===== config.mk =====
export PLATFORM = sky130hd
export DESIGN_NAME = dataCache
export DESIGN_NICKNAME = d
export VERILOG_FILES = /design/src/dcachePkg.sv /design/src/cacheArrayIf.sv /design/src/cacheTagStore.sv /design/src/cacheDataStore.sv /design/src/cacheMissController.sv /design/src/dataCache.sv
export VERILOG_INCLUDE_DIRS = /design/src
export SDC_FILE = /design/constraint.sdc
export NUM_CORES = 2
export LEC_CHECK = 0
export BUFFER_PORTS_ARGS = -buffer_cell sky130_fd_sc_hd__buf_2
export CORE_UTILIZATION = 34
export DETAILED_ROUTE_END_ITERATION = 16
export PLACE_DENSITY = 0.48
export SYNTH_ARGS = -nofsm -noshare
export SYNTH_HDL_FRONTEND = slang
export SYNTH_SLANG_ARGS = --single-unit
export TNS_END_PERCENT = 1

===== constraint.sdc =====
create_clock -name clock -period 6.2 [get_ports clock]
set_clock_uncertainty 0.15 [all_clocks]
set_input_delay 1.24 -clock clock [delete_from_list [all_inputs] [get_ports clock]]
set_output_delay 1.24 -clock clock [all_outputs]
set_load 0.01 [all_outputs]

===== src/dcache_config.svh =====
// ======================================================================
// data cache sizing: word, block, address, index and tag widths
// ======================================================================
`ifndef DCACHE_CONFIG_SVH
`define DCACHE_CONFIG_SVH

// word geometry
`define DWORD_SIZE 4
`define DWORD_SIZE_BITS 32

// block geometry
`define DBLOCK_SIZE_WORDS 4
`define DBLOCK_SIZE 16
`define DBLOCK_SIZE_BITS 128

// byte address split as tag | index | block offset
`define DADDR_SIZE 12
`define DBLOCK_OFFSET_SIZE 4
`define DINDEX_SIZE 4
`define DTAG_SIZE 4

// memory side addresses whole blocks
`define DMEM_BLOCK_ADDR_SIZE 8

`endif


===== src/dcachePkg.sv =====
// ======================================================================
// shared types of the data cache
// ======================================================================
`include "dcache_config.svh"

package dcachePkg;

	// pipeline side
	typedef logic [`DADDR_SIZE-1:0] addrT;
	typedef logic [`DWORD_SIZE_BITS-1:0] wordT;
	typedef logic [`DWORD_SIZE-1:0] byteSelT;

	// block and memory side
	typedef logic [`DBLOCK_SIZE_BITS-1:0] blockT;
	typedef logic [`DBLOCK_SIZE-1:0] blockMaskT;
	typedef logic [`DMEM_BLOCK_ADDR_SIZE-1:0] blockAddrT;

	// address fields
	typedef logic [`DTAG_SIZE-1:0] tagT;
	typedef logic [`DINDEX_SIZE-1:0] indexT;

	// miss handling sequence
	typedef enum logic [2:0] {
		idle,
		miss,
		writeBack,
		memRead,
		memCache
	} missStateT;

endpackage


===== src/cacheArrayIf.sv =====
// ======================================================================
// link between the miss controller and the tag and data stores
// ======================================================================
`timescale 1ns/1ns

interface cacheArrayIf;

	// lookup address, from the controller
	dcachePkg::indexT index;
	dcachePkg::tagT tag;

	// lookup results
	logic hit;
	logic dirty;
	dcachePkg::tagT victimTag;
	dcachePkg::blockT readBlock;

	// update controls, from the controller
	logic wordWrite;
	dcachePkg::blockMaskT byteMask;
	dcachePkg::blockT writeBlock;
	logic fill;

	modport control(output index, tag, wordWrite, byteMask, writeBlock, fill,
		input hit, dirty, victimTag, readBlock);

	modport tagSide(input index, tag, wordWrite, fill,
		output hit, dirty, victimTag);

	modport dataSide(input index, wordWrite, byteMask, writeBlock, fill,
		output readBlock);

endinterface


===== src/cacheTagStore.sv =====
// ======================================================================
// tag store: valid, dirty and tag per line, with hit and victim lookup
// ======================================================================
`timescale 1ns/1ns
`include "dcache_config.svh"

module cacheTagStore (
	input logic clock,
	input logic reset,
	cacheArrayIf.tagSide arrays
);

	localparam int lineCount = 1 << `DINDEX_SIZE;

	logic [lineCount-1:0] validBits;
	logic [lineCount-1:0] dirtyBits;
	dcachePkg::tagT tagArray [lineCount];

	dcachePkg::tagT storedTag;
	logic lineValid;

	// combinational lookup by index
	assign storedTag = tagArray[arrays.index];
	assign lineValid = validBits[arrays.index];

	assign arrays.hit = lineValid && (storedTag == arrays.tag);

	// an invalid line never needs a writeback
	assign arrays.dirty = lineValid && dirtyBits[arrays.index];
	assign arrays.victimTag = storedTag;

	// line state bits
	always_ff @(posedge clock or negedge reset) begin
		if (!reset) begin
			validBits <= '0;
			dirtyBits <= '0;
		end else if (arrays.fill) begin
			// a refilled line matches memory
			validBits[arrays.index] <= 1'b1;
			dirtyBits[arrays.index] <= 1'b0;
		end else if (arrays.wordWrite) begin
			dirtyBits[arrays.index] <= 1'b1;
		end
	end

	// tags change only on refill
	always_ff @(posedge clock) begin
		if (arrays.fill) begin
			tagArray[arrays.index] <= arrays.tag;
		end
	end

	// store writes happen only while idle, refill only in memCache
	assert property (@(posedge clock) disable iff (!reset)
		!(arrays.wordWrite && arrays.fill))
	else $error("tag store: wordWrite and fill in the same cycle");

endmodule


===== src/cacheDataStore.sv =====
// ======================================================================
// data store: one block per line, byte-lane word writes and block refill
// ======================================================================
`timescale 1ns/1ns
`include "dcache_config.svh"

module cacheDataStore (
	input logic clock,
	cacheArrayIf.dataSide arrays
);

	localparam int lineCount = 1 << `DINDEX_SIZE;

	dcachePkg::blockT blocks [lineCount];

	// addressed line, read combinationally
	assign arrays.readBlock = blocks[arrays.index];

	always_ff @(posedge clock) begin
		if (arrays.fill) begin
			// whole block from memory
			blocks[arrays.index] <= arrays.writeBlock;
		end else if (arrays.wordWrite) begin
			// only the lanes picked by the mask
			for (int i = 0; i < `DBLOCK_SIZE; i++) begin
				if (arrays.byteMask[i]) begin
					blocks[arrays.index][i*8 +: 8] <= arrays.writeBlock[i*8 +: 8];
				end
			end
		end
	end

	// a store with no byte lanes would mark the line dirty for nothing
	assert property (@(posedge clock)
		arrays.wordWrite |-> (arrays.byteMask != '0))
	else $error("data store: wordWrite with an empty byte mask");

endmodule


===== src/cacheMissController.sv =====
// ======================================================================
// miss controller: request decode, word select, stall, and the miss FSM
// that writes back dirty victims and refills lines from memory
// ======================================================================
`timescale 1ns/1ns
`include "dcache_config.svh"

module cacheMissController (
	input logic clock,
	input logic reset,
	// pipeline side
	input logic ren,
	input logic wen,
	input dcachePkg::addrT addr,
	input dcachePkg::byteSelT byteSelect,
	input dcachePkg::wordT din,
	output logic stall,
	output dcachePkg::wordT dout,
	// memory side
	output logic memRen,
	output logic memWen,
	output dcachePkg::blockAddrT memBlockAddr,
	output dcachePkg::blockT memDin,
	input logic memReadReady,
	input logic memWriteDone,
	input dcachePkg::blockT memDout,
	// stores
	cacheArrayIf.control arrays
);

	localparam int wordOffsetBits = $clog2(`DBLOCK_SIZE_WORDS);
	localparam int byteOffsetBits = $clog2(`DWORD_SIZE);

	dcachePkg::missStateT state;
	dcachePkg::missStateT nextState;

	dcachePkg::tagT reqTag;
	dcachePkg::indexT reqIndex;
	logic [wordOffsetBits-1:0] wordOffset;
	logic request;

	dcachePkg::blockT laneBlock;
	dcachePkg::blockT fillBuffer;

	// exactly one of ren and wen
	assign request = ren ^ wen;

	// address fields
	assign reqTag = addr[`DADDR_SIZE-1 -: `DTAG_SIZE];
	assign reqIndex = addr[`DBLOCK_OFFSET_SIZE +: `DINDEX_SIZE];
	assign wordOffset = addr[byteOffsetBits +: wordOffsetBits];

	assign arrays.index = reqIndex;
	assign arrays.tag = reqTag;

	// read word out of the addressed block
	assign dout = arrays.readBlock[wordOffset*`DWORD_SIZE_BITS +: `DWORD_SIZE_BITS];

	// store data and byte lanes moved into the word's slot
	always_comb begin
		laneBlock = '0;
		laneBlock[wordOffset*`DWORD_SIZE_BITS +: `DWORD_SIZE_BITS] = din;
	end

	assign arrays.byteMask = dcachePkg::blockMaskT'(byteSelect) << (wordOffset * `DWORD_SIZE);

	// write hit commits at the next edge
	assign arrays.wordWrite = (state == dcachePkg::idle) && wen && !ren && arrays.hit;
	assign arrays.fill = (state == dcachePkg::memCache);
	assign arrays.writeBlock = arrays.fill ? fillBuffer : laneBlock;

	// hold the pipeline on a fresh miss and throughout miss handling
	assign stall = (state != dcachePkg::idle) || (request && !arrays.hit);

	// memory strobes are levels tied to the waiting states
	assign memWen = (state == dcachePkg::writeBack);
	assign memRen = (state == dcachePkg::memRead);

	// victim goes back to its own block address
	assign memBlockAddr = memWen ? {arrays.victimTag, reqIndex} : {reqTag, reqIndex};
	assign memDin = arrays.readBlock;

	always_ff @(posedge clock or negedge reset) begin
		if (!reset) begin
			state <= dcachePkg::idle;
		end else begin
			state <= nextState;
		end
	end

	always_comb begin
		nextState = state;
		case (state)
			dcachePkg::idle: begin
				if (request && !arrays.hit) begin
					nextState = dcachePkg::miss;
				end
			end
			dcachePkg::miss: begin
				if (arrays.dirty) begin
					nextState = dcachePkg::writeBack;
				end else begin
					nextState = dcachePkg::memRead;
				end
			end
			dcachePkg::writeBack: begin
				if (memWriteDone) begin
					nextState = dcachePkg::memRead;
				end
			end
			dcachePkg::memRead: begin
				if (memReadReady) begin
					nextState = dcachePkg::memCache;
				end
			end
			dcachePkg::memCache: begin
				nextState = dcachePkg::idle;
			end
			default: nextState = dcachePkg::idle;
		endcase
	end

	// refill data, captured with the ready pulse
	always_ff @(posedge clock) begin
		if (memRen && memReadReady) begin
			fillBuffer <= memDout;
		end
	end

	assert property (@(posedge clock) disable iff (!reset)
		!(memRen && memWen))
	else $error("controller: memRen and memWen high together");

	assert property (@(posedge clock) disable iff (!reset)
		!(ren && wen))
	else $error("controller: ren and wen high together");

endmodule


===== src/dataCache.sv =====
// ======================================================================
// direct-mapped write-back data cache, top level
// ======================================================================
`timescale 1ns/1ns

module dataCache (
	input logic clock,
	input logic reset,
	// pipeline side
	input logic ren,
	input logic wen,
	input dcachePkg::addrT addr,
	input dcachePkg::byteSelT byteSelect,
	input dcachePkg::wordT din,
	output logic stall,
	output dcachePkg::wordT dout,
	// memory side
	output logic memRen,
	output logic memWen,
	output dcachePkg::blockAddrT memBlockAddr,
	output dcachePkg::blockT memDin,
	input logic memReadReady,
	input logic memWriteDone,
	input dcachePkg::blockT memDout
);

	cacheArrayIf arrays ();

	cacheTagStore tagStore (
		.clock (clock),
		.reset (reset),
		.arrays (arrays.tagSide)
	);

	cacheDataStore dataStore (
		.clock (clock),
		.arrays (arrays.dataSide)
	);

	cacheMissController controller (
		.clock (clock),
		.reset (reset),
		.ren (ren),
		.wen (wen),
		.addr (addr),
		.byteSelect (byteSelect),
		.din (din),
		.stall (stall),
		.dout (dout),
		.memRen (memRen),
		.memWen (memWen),
		.memBlockAddr (memBlockAddr),
		.memDin (memDin),
		.memReadReady (memReadReady),
		.memWriteDone (memWriteDone),
		.memDout (memDout),
		.arrays (arrays.control)
	);

endmodule


==> run_results.csv <==
group,metric,value,unit
yosys,synth_cell_types,42,
worst_setup_path,crit_path_max_fanout,50,
yosys,synth_area_leader_cell,"sky130_fd_sc_hd__edfxtp_1",
worst_setup_path,data_required_time_at_the_worst_endpoint,4810,ps
cells_and_area,nFillCells,22996,
grt,gr-total-overflow,0,
yosys,async_reset_ff_frac,0.0154,
yosys,synthMostInstantiatedCell,"sky130_fd_sc_hd__edfxtp_1",
worst_hold_path,hold-path-endpoint,"tagStore.validBits[9]",
grt,number_of_global_route_vias_before_repair,46252,
route,num_vias,45391,
status,status,"completed",
cells_and_area,regArea,68100,µm²
yosys,synthesis.area,88600,µm²
timing,fmax,0.178,GHz
worst_setup_path,critical_path_sink_type,"output port",
die,core_area,259000,µm²
clocking,post-cts-setup-buffers,0,
cells_and_area,final_layout_size_suffix_gt1_frac,0.388,
cells_and_area,final_net_count,4781,
timing,final_min_period_over_clock_period,0.905,
die,number_of_placement_rows,187,
run,drv.max_cap_violation_count,0,
yosys,number_of_cells_produced_by_synthesis,3818,
grt,track_usage,0.219,
clocking,post_cts_resized,0,
pwr,pwr_density_cell,325,nW/µm²
clocking,clock_path_buffers,3,
route,drc,0,
yosys,dominantRegCellSynth,"sky130_fd_sc_hd__edfxtp_1",
yosys,post_synth.cell_area_avg,23.2,µm²
route,route.detailed.wl_per_inst,35.2,µm
die,die_height,513,µm
route,route.antenna.remaining_nets,0,
placement,buffer_ports.inserted,350,
route,drt_pass1_iterations,7,
cells_and_area,final_core_utilization,0.405,
yosys,ys_seq_elements,2275,
yosys,synth_enable_flop_cells,2240,
pwr,worst_ir_drop_vdd,0.397,mV
yosys,synthDominantCellAreaShare,0.759,
clocking,cts_inserted_buffers,236,
pwr,power_leakage,32.5,nW
worst_hold_path,timing.hold.worst_path_depth,1,
timing,tns,0,ps
die,width_of_the_chip,513,µm
timing,timing_worst_slew_pin_value,1200,ps
timing,finalSetupViolCount,0,
worst_setup_path,setup.worst_path.start_class,"primary input",
route,vias_per_cell,5.53,
route,first_iter_violations,5077,
worst_setup_path,data_arrival_critical_path,4220,ps
clocking,h-tree-depth,4,
worst_setup_path,rrSetupSlack,1960,ps
clocking,cts_root_buffer,"sky130_fd_sc_hd__clkbuf_16",
placement,routabilityCongestion,0.804,
timing,final.hold.worst_slack,315,ps
die,dieArea,263000,µm²
worst_hold_path,worst_hold_path_type,"reg -> reg",
grt,antenna_found_initial,25,
timing,timing.max_slew.rel_slack,0.200,
worst_setup_path,r2r_cells,10,
cells_and_area,area_growth_syn_to_layout,18.6,%
worst_setup_path,type_of_the_worst_setup_path,"in -> out",
timing,final_hold_viol_count,0,
grt,first_pass_grt_wire_length,393,mm
placement,post_dp_hpwl,190,mm
die,floorplan.initialDensity,0.342,
cells_and_area,multi_input_comb_area,19400,µm²
yosys,synthesis.yosys.warnings,0,
clocking,tritoncts,"yes",
worst_setup_path,r2r_end,"dataStore.blocks[15][99]",
worst_hold_path,hold_start,"tagStore.validBits[9]",
clocking,ctsHoldBuffers,0,
clocking,clk_transition_reported_paths,60,ps
yosys,synthTopCellsByArea,"sky130_fd_sc_hd__edfxtp_1 76%, sky130_fd_sc_hd__mux4_2 18%, sky130_fd_sc_hd__o21ai_0 1.4%",
yosys,postSynthNetCount,4004,
grt,pin_count_of_the_biggest_net_entering_global_routing,87,
worst_setup_path,reg2reg_from,"tagStore.tagArray[3][0]",
yosys,synth.yosys.seq_area_share,0.769,
route,totalWireLength,289,mm
timing,final.min_clock_period,5610,ps
yosys,synthTopCellsByCount,"2,240 x sky130_fd_sc_hd__edfxtp_1, 693 x sky130_fd_sc_hd__mux4_2, 249 x sky130_fd_sc_hd__o21ai_0, 157 x sky130_fd_sc_hd__clkbuf_1, 128 x sky130_fd_sc_hd__a22o_1",
clocking,clock_latency,890,ps
timing,grt_setup_unrepaired,"false",
timing,timing_max_transition_violations_final,0,
die,ios,353,
clocking,tritoncts_num_sinks,2275,
critical path: stages:
cell and delay, ps:
sky130_fd_sc_hd__buf_8 390, sky130_fd_sc_hd__buf_12 280, sky130_fd_sc_hd__buf_12 260, sky130_fd_sc_hd__buf_4 280, sky130_fd_sc_hd__mux4_2 350, sky130_fd_sc_hd__mux4_2 600
sky130_fd_sc_hd__mux4_2 490, sky130_fd_sc_hd__buf_2 150
state kept, by name (all words and copies together) (netlist names), named ones only:
| register | cells |
|---|---|
| tagStore.tagArray | 64 |
| controller.fillBuffer | 128 |
| controller.state | 3 |
| dataStore.blocks | 2048 |
| tagStore.validBits | 16 |
final cells by class:
| type | instances | area share |
|---|---|---|
| Sequential cell | 2275 | 0.648 |
| Multi-Input combinational cell | 1261 | 0.184 |
| Clock buffer | 282 | 0.0580 |
| Timing Repair Buffer | 785 | 0.0531 |
| Tap cell | 3402 | 0.0405 |
| Clock inverter | 155 | 0.0140 |
| Inverter | 36 | 0.00129 |
| Antenna cell | 17 | 0.000405 |
worst max-delay path by stage:
stage	start	endpoint	slack, ps	cells after the start
after floorplan	addr[4]	dout[0]	910	7
final	addr[5]	dout[19]	590	8
after global routing	addr[4]	dout[21]	530	8
after CTS	addr[4]	dout[4]	610	7
after global placement	addr[5]	dataStore.blocks[15][99]	520	11
after detailed placement	addr[5]	dataStore.blocks[15][99]	570	12
cell usage in the layout, fill, tap and decap left out, types with 3 or more instances in the layout:
master                          n
sky130_fd_sc_hd__mux4_2       693
sky130_fd_sc_hd__inv_1         35
sky130_fd_sc_hd__a22o_1       128
sky130_fd_sc_hd__nand3_4        8
sky130_fd_sc_hd__buf_4        394
sky130_fd_sc_hd__bufinv_16     21
sky130_fd_sc_hd__o21ai_1      165
sky130_fd_sc_hd__nand3_2       12
sky130_fd_sc_hd__clkinv_16      4
sky130_fd_sc_hd__o21ai_0       93
sky130_fd_sc_hd__inv_6          3
sky130_fd_sc_hd__clkbuf_16    237
sky130_fd_sc_hd__buf_2        345
sky130_fd_sc_hd__nor3_1        18
sky130_fd_sc_hd__buf_8          4
sky130_fd_sc_hd__buf_12        42
sky130_fd_sc_hd__diode_2       17
sky130_fd_sc_hd__xor2_1         4
sky130_fd_sc_hd__clkbuf_1      45
sky130_fd_sc_hd__clkinv_8       7
sky130_fd_sc_hd__edfxtp_1    2240
sky130_fd_sc_hd__clkinv_1      56
sky130_fd_sc_hd__nand2_2       12
sky130_fd_sc_hd__nor2b_1        4
sky130_fd_sc_hd__nor2_1        15
sky130_fd_sc_hd__nand3_1        5
sky130_fd_sc_hd__mux2_2         4
sky130_fd_sc_hd__nand2b_1      20
sky130_fd_sc_hd__ha_1           4
sky130_fd_sc_hd__nand2_1       20
sky130_fd_sc_hd__clkinv_2      50
sky130_fd_sc_hd__a21oi_1       18
sky130_fd_sc_hd__dfrtp_1       35
sky130_fd_sc_hd__mux2i_1       14
sky130_fd_sc_hd__clkinvlp_4    11
power breakdown:
part	internal (W)	switching, W
Combinational	0.000871	0.00166
Sequential	0.0174	0.000183
Clock	0.00788	0.00612
Total	0.0262	0.00796
cell families after synthesis:
family          share of synthesized area
fa+ha+maj                        0.000565
compound gates                     0.0289
flops                               0.769
buf+inv                            0.0138
simple gates                      0.00836
mux                                 0.179
xor+xnor                         0.000593
stage by stage:
| step | std cells | total power, W | instance area, µm² | worst slack (ps) |
|---|---|---|---|---|
| 6_report | 8213 | 0.0341 | 105000 | 588 |
| 5_1_grt | 8203 | 0.0351 | 105000 | 530 |
| 4_1_cts | 8196 | 0.0344 | 105000 | 609 |
| 3_5_place_dp | 7759 | 0.0205 | 97500 | 567 |
| 3_3_place_gp | 7759 | 0.0205 | 97500 | 519 |
| 2_1_floorplan | 3818 | 0.0192 | 88600 | 911 |
routing by layer:
metal | global-route usage | part of all wire | routed length (µm) | vias up
met5 | 0 | 0 | 0 | -
met4 | 0.0933 | 0.047 | 13600 | 0
met3 | 0.0373 | 0.065 | 18800 | 453
met2 | 0.352 | 0.48 | 138000 | 1894
met1 | 0.294 | 0.41 | 119000 | 24976
li1 | - | - | - | 18068
No activity file was read; power rests on OpenSTA's default activity.
